`src/soc_params.svh`:
```
// region bases must be aligned to their lengths and regions must not overlap
`ifndef SOC_PARAMS_SVH
`define SOC_PARAMS_SVH

// bus widths
`define SOC_ADDR_W 32
`define SOC_DATA_W 32
`define SOC_BE_W   4

// address map, base and length in bytes
`define SOC_DEBUG_BASE 32'h0000_0000
`define SOC_DEBUG_LEN  32'h0000_0100
`define SOC_ROM_BASE   32'h0001_0000
`define SOC_ROM_LEN    32'h0000_0040
`define SOC_RAM_BASE   32'h8000_0000
`define SOC_RAM_LEN    32'h0000_0400

// memory sizes in words
`define SOC_ROM_WORDS 16
`define SOC_RAM_WORDS 256

// cycles after reset before a debug request may reach the core
`define SOC_DBG_HOLDOFF 20

`endif

```
`src/soc_pkg.sv`:
```
// bus types assume a 32-bit word with 4 byte lanes; address bits 1:0 carry no meaning
`include "soc_params.svh"

package soc_pkg;

  // --------------------------------------------------
  // basic bus fields
  // --------------------------------------------------
  typedef logic [`SOC_ADDR_W-1:0]            addr_t;
  typedef logic [`SOC_DATA_W-1:0]            data_t;
  typedef logic [`SOC_BE_W-1:0]              be_t;
  typedef logic [$clog2(`SOC_ROM_WORDS)-1:0] rom_idx_t;
  typedef logic [$clog2(`SOC_RAM_WORDS)-1:0] ram_idx_t;

  // single-beat request, no handshake
  typedef struct packed {
    logic  valid;
    logic  we;
    addr_t addr;
    be_t   be;
    data_t wdata;
  } mem_req_t;

  // response, one cycle after the request
  typedef struct packed {
    logic  valid;
    logic  err;
    data_t rdata;
  } mem_rsp_t;

  typedef enum logic [1:0] {
    REGION_DEBUG,
    REGION_ROM,
    REGION_RAM,
    REGION_NONE
  } region_e;

  // debug register word offsets
  typedef enum logic [1:0] {
    DBG_CTRL   = 2'd0,
    DBG_EXIT   = 2'd1,
    DBG_STATUS = 2'd2
  } dbg_reg_e;

endpackage

```
`src/debug_unit.sv`:
```
// register offsets alias every 16 bytes in the debug region; byte enables are ignored
`timescale 1ns/100ps
`include "soc_params.svh"

module debug_unit import soc_pkg::*; (
  input  logic        clk_i,
  input  logic        rst_ni,
  input  logic        req_i,
  input  logic        we_i,
  input  dbg_reg_e    sel_i,
  input  data_t       wdata_i,
  input  logic        debug_en_i,
  output data_t       rdata_o,
  output logic        debug_req_o,
  output logic [31:0] exit_o
);

  localparam int unsigned holdoff_w = $clog2(`SOC_DBG_HOLDOFF + 1);

  logic                 halt_q;
  data_t                exit_q;
  logic [holdoff_w-1:0] holdoff_q;
  logic                 holdoff_active;
  logic                 debug_req_q;

  assign holdoff_active = (holdoff_q != '0);

  // --------------------------------------------------
  // control registers and hold-off
  // --------------------------------------------------
  always_ff @(posedge clk_i or negedge rst_ni) begin
    if (!rst_ni) begin
      halt_q      <= 1'b0;
      exit_q      <= '0;
      holdoff_q   <= holdoff_w'(`SOC_DBG_HOLDOFF);
      debug_req_q <= 1'b0;
    end else begin
      if (holdoff_active) begin
        holdoff_q <= holdoff_q - 1'b1;
      end
      if (req_i && we_i) begin
        case (sel_i)
          DBG_CTRL: halt_q <= wdata_i[0];
          DBG_EXIT: exit_q <= wdata_i;
          default:  ;
        endcase
      end
      // the core only sees a halt once boot code had time to run
      debug_req_q <= halt_q & debug_en_i & ~holdoff_active;
    end
  end

  // read data, sampled before any same-cycle write
  always_ff @(posedge clk_i) begin
    if (req_i && !we_i) begin
      case (sel_i)
        DBG_CTRL:   rdata_o <= data_t'(halt_q);
        DBG_EXIT:   rdata_o <= exit_q;
        DBG_STATUS: rdata_o <= data_t'(holdoff_active);
        default:    rdata_o <= '0;
      endcase
    end
  end

  assign debug_req_o = debug_req_q;
  assign exit_o      = exit_q;

endmodule

```
`config.mk`:
```
export PLATFORM = sky130hd
export DESIGN_NAME = debug_unit
export DESIGN_NICKNAME = d
export VERILOG_FILES = /design/src/soc_pkg.sv /design/src/debug_unit.sv
export VERILOG_INCLUDE_DIRS = /design/src
export SDC_FILE = /design/constraint.sdc
export NUM_CORES = 1
export LEC_CHECK = 0
export BUFFER_PORTS_ARGS = -buffer_cell sky130_fd_sc_hd__buf_2
export CAP_MARGIN = 15
export CELL_PAD_IN_SITES_DETAIL_PLACEMENT = 0
export CELL_PAD_IN_SITES_GLOBAL_PLACEMENT = 1
export CORE_ASPECT_RATIO = 1.4
export CORE_MARGIN = 2
export CORE_UTILIZATION = 40
export CTS_BUF_LIST = sky130_fd_sc_hd__clkbuf_4
export DETAILED_ROUTE_END_ITERATION = 7
export PLACE_DENSITY_LB_ADDON = 0.1
export SLEW_MARGIN = 10
export SYNTH_ARGS = -nofsm -noshare
export SYNTH_HDL_FRONTEND = slang
export SYNTH_SLANG_ARGS = --single-unit
```
`constraint.sdc`:
```
create_clock -name clk_i -period 2.7 [get_ports clk_i]
set_input_delay 0.54 -clock clk_i [delete_from_list [all_inputs] [get_ports clk_i]]
set_output_delay 0.54 -clock clk_i [all_outputs]
set_load 0.05 [all_outputs]
```
==> reports/metrics.cfg <==
[sta]
slew_headroom_pct = 41.7
timing.final.crit_share_pct = 61.5
min_period_ns = 1.66
hold_viol_final = 0
fmax_mhz = 602
skew_ns = 0.00902
setup_ws_ns = 1.04
finalMaxSlewViolations = 0
setup_viol = 0
max_slew.worst_pin.slew_ns = 0.874
rsz0062_at_grt = false
setup_tns_ns = 0

[routing]
via_per_inst = 4.51
dr_total_vias = 1674
drt_iter0_drc = 46
drtPass1Iterations = 4
wire_per_inst_um = 14.1
postRouteAntennaNets = 0
finalWirelength_um = 5250
post-route-drc-count = 0

[yosys]
yosys.area.top_type_share_pct = 33.8
ys_types = 25
synth-seq-area-share_pct = 68.1
syn-cell-area_mm2 = 0.00285
synth_nets = 202
yosys.area.top_type = edfxtp_1
yosys-top-cells-area = edfxtp_1 (34%), dfrtp_1 (33%), mux2_4 (16%)
ys_ff_latch = 71
yosysWarnings = 0
syn_inst = 162
synth.avg_cell_area_um2 = 17.6

[clock_network]
clkTransAtPathRegs_ns = 0.11
post_cts_buffers = 0
cts_hold_buf = 0
cts.sinks = 71
ctsLongestPathBuffers = 2
cts_inserted_buffers = 9
cts_tree = built
root_buffer = clkbuf_4
clk_latency_ns = 0.39
cts_resized = 0
h-tree-depth = 3

[power]
p_leak_uw = 0.00180
vdd.ir_drop.worst_v = 0.000421
total_power_uw = 2980
power_density_mw_per_mm2 = 826

[floorplan]
die_y_um = 104
die-area_mm2 = 0.00782
rows = 36
start_util_pct = 41.0
core_mm2 = 0.00694
io_pins = 104
die_width_um = 75.3

[grt]
grt_usage_pct = 14.4
overflow = 0
grt_pass1_wl_um = 8360
grt_pass1_vias = 1636
antenna_found_initial = 0
grt_max_degree = 40

[layout]
drive_above_1_share_pct = 56.9
num_antenna_cells = 0
layout_common_cells = buf_2 (103), dfrtp_1 (37), edfxtp_1 (32)
syn_to_final_growth_pct = 26.9
fin_nets = 311
finish.utilization_pct = 52.1
layout_commonest_cell = buf_2

[place]
dp_hpwl_um = 3560
port-buffer-count = 103
gp_congestion = 0.685
pre_cts_ws_ns = 0.596

[critical_path]
arrival_ns = 1.94
worst-endpoint-required_ns = 2.98
end_kind = flip-flop
critical_path_class = input pin to flip-flop
cp_max_fo = 32
cp-start-kind = input pin

[worst_hold_path]
hp-class = input pin to asynchronous set/reset pin

[job]
max_cap_viol_count = 0

[status]
status = complete, no violations

[critical path: stages]
cell,delay (ns)
buf_2,0.12
nand4b_4,0.72
mux2_4,0.55
[flip-flops by register name (all words and copies together), names as in the netlist]
name and cells:
rdata_o 32, debug_req_o 1, holdoff_q 5, halt_q 1
exit_o 32
[report_power, final]
group	switching, uW	internal [uW]
Clock	374	378
Sequential	84.4	1270
Combinational	601	270
[metal layers]
layer | part of all wire (%) | up-vias | track usage [%]
met1 | 40 | 814 | 17.8
li1 | - | 793 | -
met5 | 0 | - | 0
met3 | 7.8 | 5 | 4.09
met2 | 51 | 62 | 22.4
met4 | 1.0 | 0 | 7.14
[synthesized netlist by cell type]
library cell,n
dfrtp_1,37
edfxtp_1,32
and2_1,31
mux2_4,30
buf_6,3
clkbuf_1,3
inv_1,3
mux2_2,3
dfstp_2,2
mux2i_1,2
xnor2_1,2
a21oi_1,1
and2b_1,1
and3_1,1
ha_1,1
nand2b_1,1
nand4b_4,1
nor2_1,1
nor2b_1,1
nor4b_4,1
nor4bb_1,1
o22ai_1,1
o31a_1,1
o31ai_1,1
or4_1,1
[final cells by class]
| cell class | count | area, um^2 |
|---|---|---|
| sequential | 71 | 1940 |
| fill | 644 | 3320 |
| clock inverter | 7 | 93.8 |
| clock buffer | 9 | 67.6 |
| timing repair buffer | 104 | 523 |
| inverter | 3 | 11.3 |
| tap | 95 | 119 |
| multi-input combinational | 82 | 858 |
[cell families after synthesis]
family	synth area share, %
and+or+nand+nor	10.2
AOI/OAI and AO/OA	0.967
adders and majority gates	0.439
buffers and inverters	1.98
xor gates and xnor gates	0.615
DFF	68.1
muxes	17.7
[per-stage QoR]
stage | area [um^2] | std cells | hold WS [ns]
CTS | 3610 | 371 | 0.248
floorplan | 2850 | 162 | 0.244
global route | 3610 | 371 | 0.287
global placement | 3450 | 355 | 0.465
finish | 3610 | 371 | 0.255
detailed placement | 3450 | 355 | 0.482
[worst paths after layout]
| path | from | to | slack (ns) | depth (start not counted) |
|---|---|---|---|---|
| min | rst_ni | exit_o[26]$_DFFE_PN0P_ | 0.25 | 1 |
| max reg2reg | holdoff_q[0]$_DFFE_PN0N_ | rdata_o[0]$_DFFE_PP_ | 1.11 | 4 |
| max | sel_i[1] | exit_o[17]$_DFFE_PN0P_ | 1.04 | 3 |
| max in group asynchronous | rst_ni | exit_o[4]$_DFFE_PN0P_ | 1.90 | 1 |
| min in group clk_i | wdata_i[15] | exit_o[15]$_DFFE_PN0P_ | 0.36 | 2 |
| min reg2reg | holdoff_q[4]$_DFFE_PN1N_ | holdoff_q[4]$_DFFE_PN1N_ | 0.49 | 1 |
(Power assumes the default switching activity.)
