`config.mk`:
```
export PLATFORM = sky130hd
export DESIGN_NAME = bus_router
export DESIGN_NICKNAME = d
export VERILOG_FILES = /design/src/soc_pkg.sv /design/src/bus_router.sv
export VERILOG_INCLUDE_DIRS = /design/src
export SDC_FILE = /design/constraint.sdc
export NUM_CORES = 1
export LEC_CHECK = 0
export BUFFER_PORTS_ARGS = -buffer_cell sky130_fd_sc_hd__clkbuf_2
export CAP_MARGIN = 20
export CORE_AREA = 2 2 113 115
export DETAILED_ROUTE_END_ITERATION = 12
export DIE_AREA = 0 0 115 117
export GPL_ROUTABILITY_DRIVEN = 0
export MAX_ROUTING_LAYER = met4
export PLACE_DENSITY = 0.58
export SKIP_CTS_REPAIR_TIMING = 1
export SLEW_MARGIN = 10
export SYNTH_ARGS = -nofsm -noshare
export SYNTH_HDL_FRONTEND = slang
export SYNTH_SLANG_ARGS = --single-unit
```
`constraint.sdc`:
```
create_clock -name clk_i -period 4.51 [get_ports clk_i]
set_input_delay 0.902 -clock clk_i [delete_from_list [all_inputs] [get_ports clk_i]]
set_output_delay 0.902 -clock clk_i [all_outputs]
set_load 0.05 [all_outputs]
```
`src/soc_params.svh`:
```
// region bases must be aligned to their lengths and regions must not overlap
`ifndef SOC_PARAMS_SVH
`define SOC_PARAMS_SVH

// bus widths
`define SOC_ADDR_W 32
`define SOC_DATA_W 32
`define SOC_BE_W   4

// address map, base and length in bytes
`define SOC_DEBUG_BASE 32'h0000_0000
`define SOC_DEBUG_LEN  32'h0000_0100
`define SOC_ROM_BASE   32'h0001_0000
`define SOC_ROM_LEN    32'h0000_0040
`define SOC_RAM_BASE   32'h8000_0000
`define SOC_RAM_LEN    32'h0000_0400

// memory sizes in words
`define SOC_ROM_WORDS 16
`define SOC_RAM_WORDS 256

// cycles after reset before a debug request may reach the core
`define SOC_DBG_HOLDOFF 20

`endif

```
`src/soc_pkg.sv`:
```
// bus types assume a 32-bit word with 4 byte lanes; address bits 1:0 carry no meaning
`include "soc_params.svh"

package soc_pkg;

  // --------------------------------------------------
  // basic bus fields
  // --------------------------------------------------
  typedef logic [`SOC_ADDR_W-1:0]            addr_t;
  typedef logic [`SOC_DATA_W-1:0]            data_t;
  typedef logic [`SOC_BE_W-1:0]              be_t;
  typedef logic [$clog2(`SOC_ROM_WORDS)-1:0] rom_idx_t;
  typedef logic [$clog2(`SOC_RAM_WORDS)-1:0] ram_idx_t;

  // single-beat request, no handshake
  typedef struct packed {
    logic  valid;
    logic  we;
    addr_t addr;
    be_t   be;
    data_t wdata;
  } mem_req_t;

  // response, one cycle after the request
  typedef struct packed {
    logic  valid;
    logic  err;
    data_t rdata;
  } mem_rsp_t;

  typedef enum logic [1:0] {
    REGION_DEBUG,
    REGION_ROM,
    REGION_RAM,
    REGION_NONE
  } region_e;

  // debug register word offsets
  typedef enum logic [1:0] {
    DBG_CTRL   = 2'd0,
    DBG_EXIT   = 2'd1,
    DBG_STATUS = 2'd2
  } dbg_reg_e;

endpackage

```
`src/bus_router.sv`:
```
// no back-pressure; every request gets its response exactly one cycle later, in order
`timescale 1ns/100ps
`include "soc_params.svh"

module bus_router import soc_pkg::*; (
  input  logic     clk_i,
  input  logic     rst_ni,
  input  mem_req_t req_i,
  output mem_rsp_t rsp_o,
  // boot rom
  output logic     rom_req_o,
  output rom_idx_t rom_idx_o,
  input  data_t    rom_rdata_i,
  // main ram
  output logic     ram_req_o,
  output logic     ram_we_o,
  output ram_idx_t ram_idx_o,
  output be_t      ram_be_o,
  output data_t    ram_wdata_o,
  input  data_t    ram_rdata_i,
  // debug unit
  output logic     dbg_req_o,
  output logic     dbg_we_o,
  output dbg_reg_e dbg_sel_o,
  output data_t    dbg_wdata_o,
  input  data_t    dbg_rdata_i
);

  // unsigned wrap makes addresses below base fail the compare too
  function automatic logic in_region(addr_t addr, addr_t base, addr_t len);
    return (addr - base) < len;
  endfunction

  region_e region;
  logic    req_err;
  logic    valid_q;
  logic    we_q;
  logic    err_q;
  region_e region_q;

  // --------------------------------------------------
  // address decode
  // --------------------------------------------------
  always_comb begin
    if (in_region(req_i.addr, `SOC_DEBUG_BASE, `SOC_DEBUG_LEN)) begin
      region = REGION_DEBUG;
    end else if (in_region(req_i.addr, `SOC_ROM_BASE, `SOC_ROM_LEN)) begin
      region = REGION_ROM;
    end else if (in_region(req_i.addr, `SOC_RAM_BASE, `SOC_RAM_LEN)) begin
      region = REGION_RAM;
    end else begin
      region = REGION_NONE;
    end
  end

  // unmapped or rom write
  assign req_err = req_i.valid &
                   ((region == REGION_NONE) | ((region == REGION_ROM) & req_i.we));

  // strobes go to the decoded target only
  assign rom_req_o = req_i.valid & (region == REGION_ROM) & ~req_i.we;
  assign ram_req_o = req_i.valid & (region == REGION_RAM);
  assign dbg_req_o = req_i.valid & (region == REGION_DEBUG);

  assign rom_idx_o   = req_i.addr[$bits(rom_idx_t)+1:2];
  assign ram_we_o    = req_i.we;
  assign ram_idx_o   = req_i.addr[$bits(ram_idx_t)+1:2];
  assign ram_be_o    = req_i.be;
  assign ram_wdata_o = req_i.wdata;
  assign dbg_we_o    = req_i.we;
  assign dbg_sel_o   = dbg_reg_e'(req_i.addr[3:2]);
  assign dbg_wdata_o = req_i.wdata;

  // --------------------------------------------------
  // response
  // --------------------------------------------------
  always_ff @(posedge clk_i or negedge rst_ni) begin
    if (!rst_ni) begin
      valid_q  <= 1'b0;
      we_q     <= 1'b0;
      err_q    <= 1'b0;
      region_q <= REGION_NONE;
    end else begin
      valid_q  <= req_i.valid;
      we_q     <= req_i.we;
      err_q    <= req_err;
      region_q <= region;
    end
  end

  always_comb begin
    rsp_o       = '0;
    rsp_o.valid = valid_q;
    rsp_o.err   = err_q;
    // writes and errors return zero data
    if (valid_q && !we_q && !err_q) begin
      case (region_q)
        REGION_ROM:   rsp_o.rdata = rom_rdata_i;
        REGION_RAM:   rsp_o.rdata = ram_rdata_i;
        REGION_DEBUG: rsp_o.rdata = dbg_rdata_i;
        default:      rsp_o.rdata = '0;
      endcase
    end
  end

endmodule

```
==> results.md <==
* Status: finished clean
* DR pass1 iterations at 4
* Share of the synthesized area in the top cell type at between 30% and 40%
* DIE AREA at roughly 13000 um^2
* WL final at 5560 um
* GR Overflow Total at 0
* PwrDens at 131 nW/um^2
* Mapped cell area at approximately 1700 um^2
* Fill count at around 1400
* Post-route total power at roughly 280 uW
* Layout cells sized above 1 at roughly three fifths
* CP peak stage delay at between 0.9 and 1 ns
* Post-route ant nets at 0
* Port bufs at 168
* I/O pin cnt at between 200 and 300
* DRT iter0 DRCs at 34
* Placeable Area at ~12000 um^2
* Netlist cell types at 21
* Slew @ Worst Pin at 0.707 ns
* Crit path max-delay family: flip-flops
* Leakage at about 1.3 nW
* EDFF count, synth at 0
* Max_slew headroom at 52.9%
* Final nets at between 400 and 500
* Util after Layout at between 10% and 20%
* Final setup vio count at 0
* Synth Warn # at 0
* DIE HEIGHT at between 100 and 150 um
* Max Cap Viol at 0
* DR WL/cell at around 12 um
* CP Data Arrival Time at about 2.5 ns
* First-pass GRT wire length at approximately 7300 um
* FMAX at around 0.3 GHz
* Top_reg_cell synth: dfrtp_1
* Leading area contributor after synthesis: buf_4
* Routed vias/inst at between 3 and 4
* Post-synthesis sequential area ratio at around 7.4%
* CP endpoint kind: output port
* Mean area per synthesized cell at 7.47 um^2
* Syn nets at 398
* Crit path required time at 3.61 ns
* Total GRT Usage at 7.17%
* CP Launch Type: register
* Starting Density at 14.0%
* Mapped Cells at 230
* Largest net degree at the start of global routing at 35
* Std cell rows at 41
* Count leader, synth: buf_4
* Yosys reg bits at 5
* TritonCTS buffer count at 3
* Vias at about 1800
* CTS Sinks at 5
* Max VDD drop at 0.000124 V
* Synth top area cells: buf_4 38%, mux2i_1 19%, a2bb2oi_1 15%, nor2_1 7.0%, dfrtp_1 4.4%
* Slowest CP cell: dfstp_2
* Vias in the first global route at about 1500
* Slew Viols, Final at 0
* Longest Clk Path Bufs at 2
* Final min period at 3.38 ns
* RSZ-0062 raised after global routing: false
* Crit path kind: register to output port
* Final hold violations at 0
* Htree depth at 1
* Peak fanout along the critical path at 34
* Top cells by count, synth: 86 x buf_4, 32 x mux2i_1, 32 x nor2_1, 30 x a2bb2oi_1, 11 x clkbuf_1
* Inserted Diodes at 0
* CP bufs+invs at 2
* Number of remaining DRC errors at 0
* Crit path cell chain: a211oi_1 > nand2_1 > buf_12 > nor2_1 > clkbuf_2
* Final setup TNS at 0 ns
* Die width at between 100 and 150 um
* Ys async rst share at 100%
* CTS tree: yes
* Worst Hold Class: input port to asynchronous set/reset pin
* HPWL after DPL at between 4000 and 5000 um
* CTS clk-pin slew, worst paths at approximately 0.03 ns
* Antenna violations before repair at 0
* Final Cycle Share at between 70% and 80%
* Area grow syn2layout at 25.6%
* Root Driver: clkbuf_16
-- report_power, final --
group | switching, mW | total [mW] | leakage (nW) | internal, mW
clock | 0.0259 | 0.143 | 0.0382 | 0.117
sequential | 0.000884 | 0.0475 | 0.0560 | 0.0466
combinational | 0.0402 | 0.0933 | 1.17 | 0.0531
total | 0.0670 | 0.284 | 1.26 | 0.217
-- path summary, 6_finish.rpt --
check | start | cells after the start | to | slack, ns
max in group asynchronous | rst_ni | 1 | region_q[0]$_DFF_PN1_ | 3.82
worst min-delay path | rst_ni | 1 | we_q$_DFF_PN0_ | 0.48
worst max-delay path | region_q[0]$_DFF_PN1_ | 5 | rsp_o[25] | 1.13
min in group clk_i | req_i[69] | 1 | valid_q$_DFF_PN0_ | 0.84
-- per-layer routing --
layer | track usage [%] | routed length [um]
met1 | 8.15 | 2200
met4 | 3.78 | 104
met2 | 12.3 | 2770
met3 | 1.03 | 483
met5 | - | 0
-- layout by cell type (no fill, tap or decap), types with 2 or more instances in the layout --
cell type / count
or2_2: 2
nor2_1: 32
clkbuf_2: 168
dfrtp_1: 3
clkbuf_16: 3
nand2_1: 7
dfstp_2: 2
o41a_1: 2
a21oi_1: 2
buf_4: 3
nor3_1: 2
a2bb2oi_1: 30
mux2i_1: 32
nor4_1: 7
-- state kept, by name (all words and copies together), names as in the netlist --
signal / cells
region_q: 2
valid_q: 1
err_q: 1
we_q: 1
-- kinds of logic after synthesis --
family	synth area share (%)
buffers and inverters	41.4
AND/OR/NAND/NOR	14.6
AO/OA/AOI/OAI	17.9
multiplexers	18.6
flip-flops	7.43
-- final cells by class --
cell class	instances	area (um^2)	area share, %
clock buffers	4	78.8	3.65
multi-input cells	123	881	40.8
flip-flops and latches	5	128	5.91
well taps	150	188	8.70
repair buffers	172	883	40.9
-- through the flow --
| stage | hold WS, ns | setup WS [ns] | std cells | instance area [um^2] |
|---|---|---|---|---|
| floorplan | 0.606 | 0.493 | 230 | 1720 |
| global placement | 0.719 | 1.22 | 450 | 2080 |
| detailed placement | 0.719 | 1.25 | 450 | 2080 |
| CTS | 0.481 | 1.01 | 454 | 2160 |
| global route | 0.484 | 0.919 | 454 | 2160 |
| finish | 0.481 | 1.13 | 454 | 2160 |
Power figures use the tool's default switching activity.
